$ cat config.mk
export PLATFORM = sky130hd
export DESIGN_NAME = snes_loader_top
export DESIGN_NICKNAME = d
export VERILOG_FILES = /design/src/hw/snes_loader_pkg.sv /design/src/hw/rom_header_detect.sv /design/src/hw/cheat_code_assembler.sv /design/src/hw/ram_clear_engine.sv /design/src/hw/audio_sat_mixer.sv /design/src/hw/snes_loader_top.sv
export VERILOG_INCLUDE_DIRS = /design/src /design/src/hw
export SDC_FILE = /design/constraint.sdc
export NUM_CORES = 1
export LEC_CHECK = 0
export BUFFER_PORTS_ARGS = -buffer_cell sky130_fd_sc_hd__buf_2
export CAP_MARGIN = 20
export CORE_UTILIZATION = 45
export CTS_CLUSTER_SIZE = 12
export DETAILED_ROUTE_END_ITERATION = 6
export GPL_ROUTABILITY_DRIVEN = 0
export GPL_TIMING_DRIVEN = 0
export HOLD_SLACK_MARGIN = 0.1
export PLACE_DENSITY = 0.74
export RECOVER_POWER = 100
export REMOVE_ABC_BUFFERS = 1
export SLEW_MARGIN = 20
export SYNTH_ARGS = -nofsm -noshare
export SYNTH_HDL_FRONTEND = slang
export SYNTH_HIERARCHICAL = 1
export SYNTH_SLANG_ARGS = --single-unit
$ cat constraint.sdc
create_clock -name clk_sys -period 6.7 [get_ports clk_sys]
set_input_delay 0.335 -clock clk_sys [delete_from_list [all_inputs] [get_ports clk_sys]]
set_output_delay 0.335 -clock clk_sys [all_outputs]
set_load 0.01 [all_outputs]
$ cat src/hw/snes_loader_config.svh
`ifndef SNES_LOADER_CONFIG_SVH
`define SNES_LOADER_CONFIG_SVH

// ==================================================
// Download stream indexes
// ==================================================
// Cartridge and SPC indexes compare on index[5:0]
`define SNES_IDX_CART 6'd0
`define SNES_IDX_SPC 6'd1
`define SNES_IDX_CODE 8'hFF

// ==================================================
// Cartridge header layout
// ==================================================
// Copier header in front of the image
`define SNES_HDR_SKIP 25'h000200
// ROM size field, RAM size field sits at +2
`define SNES_LOROM_HDR 25'h007FD6
`define SNES_HIROM_HDR 25'h00FFD6
`define SNES_EXHIROM_HDR 25'h40FFD6

`define SNES_DEF_ROM_SIZE 4'hC
`define SNES_SIZE_UNIT 24'd1024

// Address bits swept by the RAM clear
`define SNES_CLEAR_BITS 17

`endif

$ cat src/hw/snes_loader_pkg.sv
package snes_loader_pkg;

	// ==================================================
	// Host download stream
	// ==================================================
	typedef struct packed {
		logic        download;
		logic [7:0]  index;
		logic [24:0] addr;
		logic [15:0] data;
		logic        wr;
	} ioctl_bus_t;

	// Header handling selected from the menu
	typedef enum logic [2:0] {
		MAP_AUTO    = 3'd0,
		MAP_NONE    = 3'd1,
		MAP_LOROM   = 3'd2,
		MAP_HIROM   = 3'd3,
		MAP_EXHIROM = 3'd4
	} map_mode_e;

	typedef enum logic [1:0] {
		REGION_AUTO = 2'd0,
		REGION_NTSC = 2'd1,
		REGION_PAL  = 2'd2
	} region_sel_e;

	// Power-on RAM contents
	typedef enum logic [1:0] {
		FILL_9966 = 2'd0,
		FILL_00FF = 2'd1,
		FILL_55   = 2'd2,
		FILL_FF   = 2'd3
	} fill_mode_e;

	// ==================================================
	// Results
	// ==================================================
	typedef struct packed {
		logic [7:0]  rom_type;
		logic [23:0] rom_mask;
		logic [23:0] ram_mask;
	} cart_info_t;

	// Valid strobe on top, then the four 32-bit fields
	typedef struct packed {
		logic        valid;
		logic [31:0] flags;
		logic [31:0] addr;
		logic [31:0] compare;
		logic [31:0] replace;
	} cheat_code_t;

	typedef logic signed [15:0] audio_sample_t;

	typedef struct packed {
		audio_sample_t left;
		audio_sample_t right;
	} stereo_t;

endpackage

$ cat src/hw/rom_header_detect.sv
`timescale 1ns/100ps
`include "snes_loader_config.svh"

module rom_header_detect (
	input  logic                         clk_sys,
	input  logic                         RESET,
	input  logic                         cart_active,
	input  snes_loader_pkg::ioctl_bus_t  ioctl,
	input  snes_loader_pkg::map_mode_e   map_mode,
	input  snes_loader_pkg::region_sel_e region_sel,
	output snes_loader_pkg::cart_info_t  cart,
	output logic                         pal
);

	import snes_loader_pkg::*;

	logic [3:0]  rom_size;
	logic [3:0]  ram_size;
	logic        rom_region;
	logic [24:0] size_addr;
	logic        size_en;
	logic        hdr_wr;

	assign hdr_wr = cart_active & ioctl.wr;

	// Location of the size fields for a forced mapping
	always_comb begin
		size_en = 1'b1;
		case (map_mode)
			MAP_LOROM: size_addr = `SNES_LOROM_HDR + `SNES_HDR_SKIP;
			MAP_HIROM: size_addr = `SNES_HIROM_HDR + `SNES_HDR_SKIP;
			MAP_EXHIROM: size_addr = `SNES_EXHIROM_HDR + `SNES_HDR_SKIP;
			default: begin
				size_addr = '0;
				size_en = 1'b0;
			end
		endcase
	end

	always_ff @(posedge clk_sys) begin
		if (RESET) begin
			rom_size <= `SNES_DEF_ROM_SIZE;
			ram_size <= 4'd0;
			rom_region <= 1'b0;
			cart <= '0;
			pal <= 1'b0;
		end else begin
			if (hdr_wr) begin
				if (ioctl.addr == 25'd0) begin
					rom_size <= `SNES_DEF_ROM_SIZE;
					ram_size <= 4'd0;
					// Auto mode takes both codes from the first byte
					if (map_mode == MAP_AUTO && ioctl.data[7:0] != 8'd0) begin
						{ram_size, rom_size} <= ioctl.data[7:0];
					end
					case (map_mode)
						MAP_NONE,
						MAP_LOROM: cart.rom_type <= 8'd0;
						MAP_HIROM: cart.rom_type <= 8'd1;
						MAP_EXHIROM: cart.rom_type <= 8'd2;
						default: cart.rom_type <= ioctl.data[15:8];
					endcase
				end

				if (ioctl.addr == 25'd2) begin
					rom_region <= ioctl.data[8];
				end

				if (size_en && ioctl.addr == size_addr) begin
					rom_size <= ioctl.data[11:8];
				end
				if (size_en && ioctl.addr == size_addr + 25'd2) begin
					ram_size <= ioctl.data[3:0];
				end
			end

			// Second stage, masks lag the size codes by one cycle
			cart.rom_mask <= (`SNES_SIZE_UNIT << rom_size) - 24'd1;
			cart.ram_mask <= (ram_size != 4'd0) ? (`SNES_SIZE_UNIT << ram_size) - 24'd1 : 24'd0;

			// Region frozen during the download
			if (!cart_active) begin
				pal <= (region_sel == REGION_AUTO) ? rom_region : (region_sel == REGION_PAL);
			end
		end
	end

endmodule

$ cat src/hw/cheat_code_assembler.sv
`timescale 1ns/100ps
`include "snes_loader_config.svh"

module cheat_code_assembler (
	input  logic                         clk_sys,
	input  logic                         RESET,
	input  logic                         code_active,
	input  snes_loader_pkg::ioctl_bus_t  ioctl,
	output snes_loader_pkg::cheat_code_t cheat
);

	import snes_loader_pkg::*;

	logic        code_wr;
	logic        valid_q;
	logic [31:0] flags_q;
	logic [31:0] addr_q;
	logic [31:0] compare_q;
	logic [31:0] replace_q;

	assign code_wr = code_active & ioctl.wr;

	// Last word of the code strobes it out
	always_ff @(posedge clk_sys) begin
		if (RESET) begin
			valid_q <= 1'b0;
		end else begin
			valid_q <= code_wr && ioctl.addr[3:0] == 4'd14;
		end
	end

	// Low half first, then high half of each field
	always_ff @(posedge clk_sys) begin
		if (code_wr) begin
			case (ioctl.addr[3:0])
				4'd0: flags_q[15:0] <= ioctl.data;
				4'd2: flags_q[31:16] <= ioctl.data;
				4'd4: addr_q[15:0] <= ioctl.data;
				4'd6: addr_q[31:16] <= ioctl.data;
				4'd8: compare_q[15:0] <= ioctl.data;
				4'd10: compare_q[31:16] <= ioctl.data;
				4'd12: replace_q[15:0] <= ioctl.data;
				4'd14: replace_q[31:16] <= ioctl.data;
				default: ;
			endcase
		end
	end

	assign cheat = cheat_code_t'{valid: valid_q, flags: flags_q, addr: addr_q,
		compare: compare_q, replace: replace_q};

endmodule

$ cat src/hw/ram_clear_engine.sv
`timescale 1ns/100ps
`include "snes_loader_config.svh"

module ram_clear_engine (
	input  logic                          clk_sys,
	input  logic                          RESET,
	input  logic                          cart_active,
	input  snes_loader_pkg::fill_mode_e   wram_fill,
	input  snes_loader_pkg::fill_mode_e   aram_fill,
	output logic                          clearing,
	output logic [`SNES_CLEAR_BITS-1:0]   fill_addr,
	output logic [7:0]                    wram_data,
	output logic [7:0]                    aram_data
);

	import snes_loader_pkg::*;

	logic cart_active_d;
	logic load_start;

	// Power-on pattern of the console revisions
	function automatic logic [7:0] fill_byte(
		input fill_mode_e                  mode,
		input logic [`SNES_CLEAR_BITS-1:0] addr
	);
		logic [7:0] value;
		case (mode)
			FILL_9966: value = (addr[8] ^ addr[2]) ? 8'h66 : 8'h99;
			FILL_00FF: value = (addr[9] ^ addr[0]) ? 8'hFF : 8'h00;
			FILL_55: value = 8'h55;
			default: value = 8'hFF;
		endcase
		return value;
	endfunction

	assign load_start = cart_active & ~cart_active_d;

	// ==================================================
	// Sweep control
	// ==================================================
	always_ff @(posedge clk_sys) begin
		if (RESET) begin
			cart_active_d <= 1'b0;
			clearing <= 1'b0;
			fill_addr <= '0;
		end else begin
			cart_active_d <= cart_active;

			if (load_start) begin
				clearing <= 1'b1;
			end
			// Last address written, sweep done
			if (&fill_addr) begin
				clearing <= 1'b0;
			end

			if (clearing) begin
				fill_addr <= fill_addr + 1'b1;
			end else begin
				fill_addr <= '0;
			end
		end
	end

	assign wram_data = fill_byte(wram_fill, fill_addr);
	assign aram_data = fill_byte(aram_fill, fill_addr);

endmodule

$ cat src/hw/audio_sat_mixer.sv
`timescale 1ns/100ps

module audio_sat_mixer (
	input  logic                     clk_sys,
	input  logic                     RESET,
	input  snes_loader_pkg::stereo_t main_in,
	input  snes_loader_pkg::stereo_t aux_in,
	output snes_loader_pkg::stereo_t mix_out
);

	import snes_loader_pkg::*;

	// Clip to full scale when the top two sum bits disagree
	function automatic audio_sample_t sat_add(
		input audio_sample_t a,
		input audio_sample_t b
	);
		logic signed [16:0] sum;
		sum = 17'(a) + 17'(b);
		if (sum[16] ^ sum[15]) begin
			return sum[16] ? 16'sh8000 : 16'sh7FFF;
		end
		return sum[15:0];
	endfunction

	always_ff @(posedge clk_sys) begin
		if (RESET) begin
			mix_out <= '0;
		end else begin
			mix_out.left <= sat_add(main_in.left, aux_in.left);
			mix_out.right <= sat_add(main_in.right, aux_in.right);
		end
	end

endmodule

$ cat src/hw/snes_loader_top.sv
`timescale 1ns/100ps
`include "snes_loader_config.svh"

module snes_loader_top (
	input  logic                          clk_sys,
	input  logic                          RESET,
	input  snes_loader_pkg::ioctl_bus_t   ioctl,
	input  snes_loader_pkg::map_mode_e    map_mode,
	input  snes_loader_pkg::region_sel_e  region_sel,
	input  snes_loader_pkg::fill_mode_e   wram_fill,
	input  snes_loader_pkg::fill_mode_e   aram_fill,
	input  snes_loader_pkg::stereo_t      main_audio,
	input  snes_loader_pkg::stereo_t      aux_audio,
	output snes_loader_pkg::cart_info_t   cart,
	output logic                          pal,
	output snes_loader_pkg::cheat_code_t  cheat,
	output logic                          clearing,
	output logic [`SNES_CLEAR_BITS-1:0]   fill_addr,
	output logic [7:0]                    wram_data,
	output logic [7:0]                    aram_data,
	output snes_loader_pkg::stereo_t      mix_audio,
	output logic                          system_reset
);

	import snes_loader_pkg::*;

	logic cart_active;
	logic spc_active;
	logic code_active;

	// ==================================================
	// Download index decode
	// ==================================================
	assign cart_active = ioctl.download && ioctl.index[5:0] == `SNES_IDX_CART;
	assign spc_active = ioctl.download && ioctl.index[5:0] == `SNES_IDX_SPC;
	assign code_active = ioctl.download && ioctl.index == `SNES_IDX_CODE;

	// Core held in reset while loading or clearing
	assign system_reset = RESET | cart_active | spc_active | clearing;

	rom_header_detect hdr_i (
		.clk_sys    (clk_sys),
		.RESET      (RESET),
		.cart_active(cart_active),
		.ioctl      (ioctl),
		.map_mode   (map_mode),
		.region_sel (region_sel),
		.cart       (cart),
		.pal        (pal)
	);

	cheat_code_assembler code_i (
		.clk_sys    (clk_sys),
		.RESET      (RESET),
		.code_active(code_active),
		.ioctl      (ioctl),
		.cheat      (cheat)
	);

	ram_clear_engine clear_i (
		.clk_sys    (clk_sys),
		.RESET      (RESET),
		.cart_active(cart_active),
		.wram_fill  (wram_fill),
		.aram_fill  (aram_fill),
		.clearing   (clearing),
		.fill_addr  (fill_addr),
		.wram_data  (wram_data),
		.aram_data  (aram_data)
	);

	audio_sat_mixer mix_i (
		.clk_sys(clk_sys),
		.RESET  (RESET),
		.main_in(main_audio),
		.aux_in (aux_audio),
		.mix_out(mix_audio)
	);

endmodule

# Word level (Yosys, flattened, before mapping)
# Index checks and enable logic that the tools add are counted.
[classes]
n_mux = 24
eq_ne = 21
n_addsub = 6
n_div = 0
shifts = 2
n_reduce_logical = 36
n_mul = 0
order_cmp = 0
n_bitwise = 13
[ops]
columns = ["op", "count"]
rows = [
  ["16-bit 2-to-1 mux", 6],
  ["8-bit case mux with 3 select lines", 3],
  ["23-bit case mux with 3 select lines", 1],
  ["11-bit by 4-bit left shift with 24-bit output (first input constant)", 2],
  ["24-bit by 1-bit subtractor with 24-bit output (second input constant)", 2],
  ["16-bit by 16-bit adder with 17-bit output", 2],
  ["25-bit by 2-bit == test with 1-bit output (second input constant)", 1],
  ["25-bit by 23-bit == test with 1-bit output", 1],
  ["25-bit == test", 1],
  ["25-bit logical NOT", 1],
  ["23-bit by 2-bit adder with 24-bit output (second input constant)", 1],
  ["4-bit 2-to-1 mux", 6],
  ["2-bit AND reduction", 12],
  ["17-bit by 1-bit adder with 17-bit output (second input constant)", 1],
  ["17-bit AND reduction", 1],
  ["4-bit == test (second input constant)", 4],
  ["8-bit 2-to-1 mux", 2],
  ["4-bit by 3-bit == test with 1-bit output (second input constant)", 2],
  ["8-bit == test (second input constant)", 1],
  ["8-bit nonzero test", 1],
  ["2-bit OR reduction", 4],
  ["1-bit logical AND", 7],
  ["2-bit == test (second input constant)", 3],
  ["3-bit by 2-bit == test with 1-bit output (second input constant)", 2],
  ["other kinds (17)", 35],
]
[totals]
latchBits = 0
output_inout_bits = 253
inputBits = 126
rom_bits = 0
ramBits = 0
mem_count = 0
reg_bits = 246
elab_cells = 123

# Longest topological paths before layout
# Gate-level depths: netlist (run 1).
[depth]
ltp_word = 7
depth_mapped = 11
mapped_depth_nobuf = 10

# Cells and area by module
# The synthesis (run 1) kept the hierarchy.
[modules_own_cells]
columns = ["mod", "cells_each", "n_inst", "seq_area_each_um2", "area_each_um2"]
rows = [
  ["cheat_code_assembler", 144, 1, 3863.7, 3986.3],
  ["audio_sat_mixer", 358, 1, 640.6, 2870.3],
  ["rom_header_detect", 274, 1, 960.9, 2274.7],
  ["ram_clear_engine", 122, 1, 380.4, 1042.2],
  ["snes_loader_top", 8, 1, 0.0, 58.8],
]

# Least setup slack after synthesis (run 1)
# No wires, ideal clock.
[synth_path]
path_kind = "in2reg"
start = "input ioctl[43] (netlist name)"
end = "register hdr_i.ram_size[0]"
t_arrival_ps = 2840
path_slack_ps = 3736
t_required_ps = 6576
stages = 10
n_path_buf = 3
setup_time_ps = 124
path_cell_list = "or4b_1 -> nor4_2 -> and2_1 -> clkbuf_1 -> nand4_1 -> or4_1 -> clkbuf_1 -> clkbuf_1 -> a211oi_1 -> a211oi_1"
[synth_via]
elab_chain_len = 4
[synth_lines]
columns = ["item", "line", "text"]
rows = [
  ["from (decl)", "snes_loader_top.sv:7", "input snes_loader_pkg::ioctl_bus_t ioctl,"],
  ["6-bit logical NOT (no line)", "--", ""],
  ["1-bit logical AND (no line)", "--", ""],
  ["net cart_active", "snes_loader_top.sv:27", "logic cart_active;"],
  ["1-bit bitwise AND", "rom_header_detect.sv:24", "assign hdr_wr = cart_active & ioctl.wr;"],
  ["2-bit AND reduction (no line)", "--", ""],
  ["to (signal assigned)", "rom_header_detect.sv:54", "{ram_size, rom_size} <= ioctl.data[7:0];"],
  ["to (signal assigned)", "rom_header_detect.sv:73", "ram_size <= ioctl.data[3:0];"],
  ["to (decl)", "rom_header_detect.sv:18", "logic [3:0] ram_size;"],
]
# The timed path passes the listed nets, and every way through them passes these cells.
# A chain may end at the register's enable or synchronous reset.

# Worst setup path after layout (run 1)
[layout_path]
start = "input ioctl[43] (netlist name)"
end = "register hdr_i/cart[49] (netlist name)"
[layout_via]
elab_chain_len = 4
[layout_lines]
columns = ["item", "line"]
rows = [
  ["6-bit logical NOT (no line)", "--"],
  ["1-bit logical AND (no line)", "--"],
  ["net cart_active", "snes_loader_top.sv:27"],
  ["1-bit bitwise AND", "rom_header_detect.sv:24"],
  ["2-bit AND reduction (no line)", "--"],
]
# The timed path passes the listed nets, and every way through them passes these cells.

==> results of run 1 <==
[synthesized netlist by cell type, types with 18 or more instances]
| master | n | share of area (%) |
|---|---|---|
| o21ai_0 | 48 | 2.3 |
| dfxtp_1 | 100 | 20 |
| ha_1 | 36 | 4.4 |
| inv_1 | 26 | 0.95 |
| clkbuf_1 | 24 | 0.88 |
| nand2_1 | 56 | 2.1 |
| nor2_1 | 72 | 2.6 |
| a21oi_1 | 57 | 2.8 |
| nand3_1 | 31 | 1.5 |
| buf_4 | 28 | 2.1 |
| nor3_1 | 18 | 0.88 |
| edfxtp_1 | 128 | 38 |
[worst paths after layout]
path | startpoint | endpoint
worst min-delay path | region_sel[0] | hdr_i/pal$_SDFFE_PP0N_
worst max register to register | clear_i/fill_addr[0]$_SDFF_PP0_ | clear_i/fill_addr[16]$_SDFF_PP0_
worst max-delay path | ioctl[43] | hdr_i/cart[49]$_SDFFE_PP0P_
worst min register to register | hdr_i/cart[50]$_SDFFE_PP0P_ | hdr_i/cart[50]$_SDFFE_PP0P_
[metal layers]
layer,GRT usage [%],vias to the layer above
met1,27.5,3855
met2,39.1,346
met4,6.45,0
met3,4.61,38
li1,-,4084
met5,0,-
[worst max-delay path, delay by kind of cell]
kind | cells | cell delay [ps]
compound gates | 1 | 240
buf+inv | 2 | 520
simple gates | 6 | 3220
[registers in the layout, indices dropped and copies added, names as in the netlist, 4 cells and up]
register	cells
mix_i/mix_out	32
code_i/flags_q	32
hdr_i/rom_size	4
code_i/addr_q	32
hdr_i/cart	38
code_i/replace_q	32
clear_i/fill_addr	17
hdr_i/ram_size	4
code_i/compare_q	32
[power by group]
part | switching (mW) | leakage (nW) | total, mW | internal, mW
Sequential | 0.0138 | 1.97 | 1.53 | 1.52
Combinational | 0.248 | 2.22 | 0.402 | 0.154
Clock | 0.515 | 0.339 | 1.20 | 0.688
[through the flow]
step	hold WS [ps]	instance area, sq um	instances	worst slack, ps
CTS	130	12900	1553	3550
global route	174	12500	1553	2420
detailed placement	441	12200	1509	3000
global placement	437	12100	1500	1850
finish	157	12500	1553	2760
floorplan	402	9860	842	3330
[layout make-up]
type,instances,area share (%)
clock buffer,37,5.38
clock inverter,7,0.271
inverter,26,0.783
multi-input combinational,588,31.1
sequential,228,46.9
tap,280,2.81
timing repair buffer,387,12.7
[logic make-up (layout without fill, tap and decap cells)]
group | count (synthesis) | after routing | share of synthesized area (%)
simple gates | 279 | 279 | 14.6
compound gates | 234 | 234 | 15.5
flops | 228 | 228 | 57.1
buf+inv | 90 | 457 | 4.63
fa+ha+maj | 38 | 38 | 4.79
xor+xnor | 28 | 28 | 2.40
mux | 9 | 9 | 0.893
==> flow_summary_export.csv, run 1 <==
group,metric,value,unit
sta,setup_viol,0,
worst_hold_path,hold_depth,4,
worst_setup_path,required,7080,ps
cells_and_area,nets,1419,
sta,slew_viol_final,66,
worst_setup_path,start_kind,"input port",
worst_setup_path,crit_fanout,9,
floorplan,dieArea,23300,sq um
worst_setup_path,worstPathCellList,"clkbuf_1 -> or4b_1 -> nor4_1 -> and2_0 -> nand4_1 -> nor4_1 -> clkbuf_1 -> nor2_1 -> a311oi_1",
run_status,status,"finished with violations",
sta,fin_crit,3940,ps
floorplan,core_area,22000,sq um
sta,max_freq,0.254,GHz
worst_setup_path,arrival,4310,ps
detailed_routing,top_layer,"met4",
grt,grt_use_total,22.2,%
synth,ys_async_sr_fraction,0,%
worst_setup_path,slowest_stage,"nor4_1",
synth,ys.flop_type,"edfxtp_1",
detailed_routing,wl_per_cell,17.4,microns
clock_network,post_cts_buffers,0,
clock_network,hold_buffers,0,
grt,antenna_found_initial,0,
place,portBuffers,378,
synth,synth_edf_count,128,
synth,postSynthRegisterBits,228,
cells_and_area,regArea,5850,sq um
floorplan,rows,54,
cells_and_area,mostFrequentLayoutCell,"clkbuf_1",
sta,finalHoldViolCount,0,
sta,finalCritPeriodShare,58.8,%
cells_and_area,final_cell_mix,"clkbuf_1, edfxtp_1, buf_2",
detailed_routing,viasPerCell,5.36,
detailed_routing,initialDrtViolationCount,584,
sta,rsz0062_at_grt,"false",
run_status,violations,"DRC, capacitance limit, slew limit",
job,max-cap-violations,2,
detailed_routing,drc,28,
detailed_routing,drtAntennaViolNets,0,
place,hpwl,19800,microns
worst_setup_path,cp-end-kind,"flip-flop",
worst_hold_path,min_path_type,"input port to flip-flop",
grt,overflow,0,
cells_and_area,finish.utilization,56.6,%
power_and_ir_drop,ir_drop,0.150,mV
clock_network,cts.sinks,228,
sta,worst_slew_pin_slew,2650,ps
clock_network,root_buffer,"clkbuf_16",
detailed_routing,drt_first_pass_iters,7,
power_and_ir_drop,leakage,4.53,nW
cells_and_area,multi_input_area,3880,sq um
clock_network,clk_latency,500,ps
grt,grt_pass1_wl,41700,microns
sta,fin_worst_skew,5.12,ps
clock_network,cts-htree-levels,1,
detailed_routing,vias,8323,
clock_network,cts_buffers,24,
synth,synth.cell_area,10200,sq um
floorplan,start_util,46.5,%
clock_network,cts_max_path_buffers,3,
clock_network,cts_tree,"built",
cells_and_area,fillers,2035,
clock_network,cts.clk_slew.worst_paths,60,ps
synth,syn_avg_cell_area,11.3,sq um
synth,ys_warn_count,6,
sta,max-slew-margin-rel,-76.5,%
detailed_routing,met3_length,2090,microns
floorplan,die_x,153,microns
worst_setup_path,r2r_cells,6,
power_and_ir_drop,powerDensity,251,nW/um^2
worst_setup_path,max_stage_delay,1120,ps
power_and_ir_drop,p_total,3.13,mW
cells_and_area,n_antenna_cell,0,
cells_and_area,drive_gt1_share,12.3,%
detailed_routing,met1Wirelength,11300,microns
floorplan,die_h,153,microns
sta,finalSetupTns,0,ps
cells_and_area,area_growth,21.8,%
synth,synth_cells,906,
worst_setup_path,ff2ff_setup_slack,4550,ps
floorplan,ioPinCount,379,
grt,grt_max_degree,56,
grt,grt_pass1_vias,7849,
synth,ys_seq_area_share,57.1,%
synth,yosys.cell_types.count,78,
clock_network,post_cts_resized,0,
detailed_routing,wl_met2,13100,microns
detailed_routing,wirelength,27100,microns
worst_setup_path,crit_type,"input port to flip-flop",
No activity file was read; power rests on OpenSTA's default activity.
==> run 2: changes to the inputs <==
Settings changed: ABC_AREA set to 1, PLACE_DENSITY 0.74 to 0.76.
Clock period 6.7 ns to 3.4 ns, I/O delays scaled along.
==> flow_summary_export.csv, run 2 <==
group,metric,value,unit
place,portBuffers,378,
cells_and_area,largest_reg_flops,38,
detailed_routing,vias,9256,
worst_setup_path,crit_fanout,16,
sta,fin_ws,853,ps
place,hpwl,21300,microns
worst_setup_path,arrival,2940,ps
cells_and_area,mostFrequentLayoutCell,"clkbuf_1",
worst_setup_path,ff2ff_setup_slack,1560,ps
floorplan,start_util,45.8,%
grt,grt_pass1_wl,41800,microns
clock_network,cts_tree,"built",
detailed_routing,drtAntennaViolNets,0,
synth,synth_cells,1171,
power_and_ir_drop,ir_drop,0.327,mV
cells_and_area,nets,1732,
synth,yosys.cell_types.count,53,
floorplan,die_x,156,microns
sta,finalHoldViolCount,0,
sta,worst_slew_pin_slew,966,ps
synth,muxShareOfSynthArea,0,%
power_and_ir_drop,powerDensity,471,nW/um^2
synth,synth.cell_area,10700,sq um
worst_setup_path,crit_start,"ioctl[42]",
sta,finalSetupTns,0,ps
synth,ys_seq_area_share,54.5,%
detailed_routing,viasPerCell,4.84,
synth,ys_warn_count,6,
grt,grt_use_total,22.0,%
synth,ys.flop_type,"edfxtp_1",
grt,grt_max_degree,41,
place,dpl-instance-area,12800,sq um
cells_and_area,postLayoutCellArea,13400,sq um
synth,yosysTopAreaCell,"edfxtp_1",
clock_network,root_buffer,"clkbuf_16",
sta,finalCritPeriodShare,74.9,%
cells_and_area,drive_gt1_share,12.9,%
sta,fin_crit,2550,ps
power_and_ir_drop,leakage,5.78,nW
synth,yosysMostFrequentCell,"nand2_1",
detailed_routing,drc,0,
synth,synthTopCellsByCount,"nand2_1, nor2_1, inv_1",
synth,synth_simple_gate_area_share,25.3,%
grt,grt_pass1_vias,8271,
detailed_routing,wl_per_cell,14.9,microns
worst_setup_path,required,3790,ps
worst_setup_path,r2r_cells,12,
worst_setup_path,cp-end-kind,"flip-flop",
floorplan,ioPinCount,379,
cells_and_area,area_growth,24.6,%
clock_network,cts-htree-levels,1,
synth,postSynthRegisterBits,228,
job,max-cap-violations,0,
cells_and_area,top_register,"hdr_i/cart",
synth,synth_xor_area_share,1.71,%
sta,rsz0062_at_grt,"false",
worst_setup_path,worstReg2RegStart,"hdr_i/rom_size[1]$_SDFFE_PP0P_",
synth,synth_top_cell_area_share,35.8,%
cells_and_area,layout.cells.non_filler,1911,
synth,synth_top_family_by_area,"simple AND/OR/NAND/NOR gates",
floorplan,die_h,156,microns
floorplan,dieArea,24500,sq um
floorplan,rows,56,
run_status,status,"finished clean",
worst_setup_path,endpoint,"hdr_i/cart[51]$_SDFFE_PP0P_",
place,pre_cts_slack,470,ps
clock_network,clk_latency,500,ps
sta,slew_viol_final,0,
grt,antenna_found_initial,8,
power_and_ir_drop,p_total,6.30,mW
clock_network,post_cts_resized,0,
worst_hold_path,min_path_type,"input port to flip-flop",
grt,overflow,0,
synth,synth_edf_count,128,
sta,max_freq,0.393,GHz
synth,synthAdderAreaFrac,4.57,%
worst_setup_path,start_kind,"input port",
clock_network,cts_buffers,24,
clock_network,cts.sinks,228,
synth,syn_avg_cell_area,9.16,sq um
synth,synth_compound_area_share,5.81,%
floorplan,core_area,23400,sq um
synth,synth_area_leaders,"edfxtp_1, dfxtp_1, nand2_1, nor2_1, inv_1",
detailed_routing,wirelength,28500,microns
synth,ys_async_sr_fraction,0,%
cells_and_area,final_cell_mix,"clkbuf_1, nand2_1, nor2_1",
place,placed_cells,1831,
sta,setup_viol,0,
sta,fin_worst_skew,7.61,ps
detailed_routing,initialDrtViolationCount,606,
sta,max-slew-margin-rel,35.4,%
clock_network,cts.clk_slew.worst_paths,60,ps
worst_setup_path,regToRegEndpoint,"hdr_i/cart[44]$_SDFF_PP0_",
worst_setup_path,crit_type,"input port to flip-flop",
clock_network,cts_max_path_buffers,3,
detailed_routing,drt_first_pass_iters,7,
## run 2: worst min path at each step
stage / from / to / slack [ps] / cells past startpoint
finish: aux_audio[18] / mix_i/mix_out[18]$_SDFF_PP0_ / 130 / 5
CTS: aux_audio[18] / mix_i/mix_out[18]$_SDFF_PP0_ / 120 / 5
global route: aux_audio[18] / mix_i/mix_out[18]$_SDFF_PP0_ / 180 / 5
detailed placement: hdr_i/cart[49]$_SDFFE_PP0P_ / hdr_i/cart[49]$_SDFFE_PP0P_ / 440 / 2
global placement: hdr_i/cart[51]$_SDFFE_PP0P_ / hdr_i/cart[51]$_SDFFE_PP0P_ / 430 / 2
floorplan: RESET / mix_i/mix_out[0]$_SDFF_PP0_ / 230 / 1
## run 2: timing repair
item	CTS	global route
hold buffers	29	0
hold endpoints to repair	135	0
buffers inserted	0	0
## run 2: metal layers
layer	track usage, %	vias to the layer above	wire length, microns
met1	26.0	4219	11500
met4	5.93	2	599
met3	3.63	45	2090
met5	0	-	13
met2	40.9	371	14400
li1	-	4619	-
## run 2: per-stage QoR
stage                     hold slack (ps)  utilization (%)
final                                 134             57.1
after CTS                             118             59.2
after global placement                431             54.3
after floorplan                       232                -
after global routing                  184             57.1
after detailed placement              436             54.7
## run 2: logic make-up (layout without fill, tap and decap cells)
family | count (synthesis) | in the layout
and+or+nand+nor | 589 | 589
DFF | 228 | 228
buffers and inverters | 191 | 606
AOI/OAI and AO/OA | 104 | 104
adders and majority gates | 38 | 38
xor gates and xnor gates | 21 | 21
other | 0 | 6
## run 2: area by class of cell
cell class	instances	area, sq um
inverters	147	552
repair buffers	415	1890
fillers	2248	10000
clock inverters	3	17.5
flip-flops and latches	228	5850
multi-input cells	752	3920
clock buffers	41	737
diodes	6	15.0
well taps	319	399
## run 2: power breakdown
part           total (mW)  switching [mW]  leakage, nW  internal (mW)
clock                2.47            1.00        0.364           1.47
combinational       0.819           0.522         3.44          0.297
sequential           3.01          0.0250         1.97           2.99
## run 2: worst max-delay path, stage by stage
cell and delay (ps):
dlygate4sd3_1 530, buf_2 130, nor2_1 260, nand2_1 160, inv_1 270, nand4_1 120, nor3_1 220, nand4_1 500
buf_8 350, o21ai_0 160, a21oi_1 60
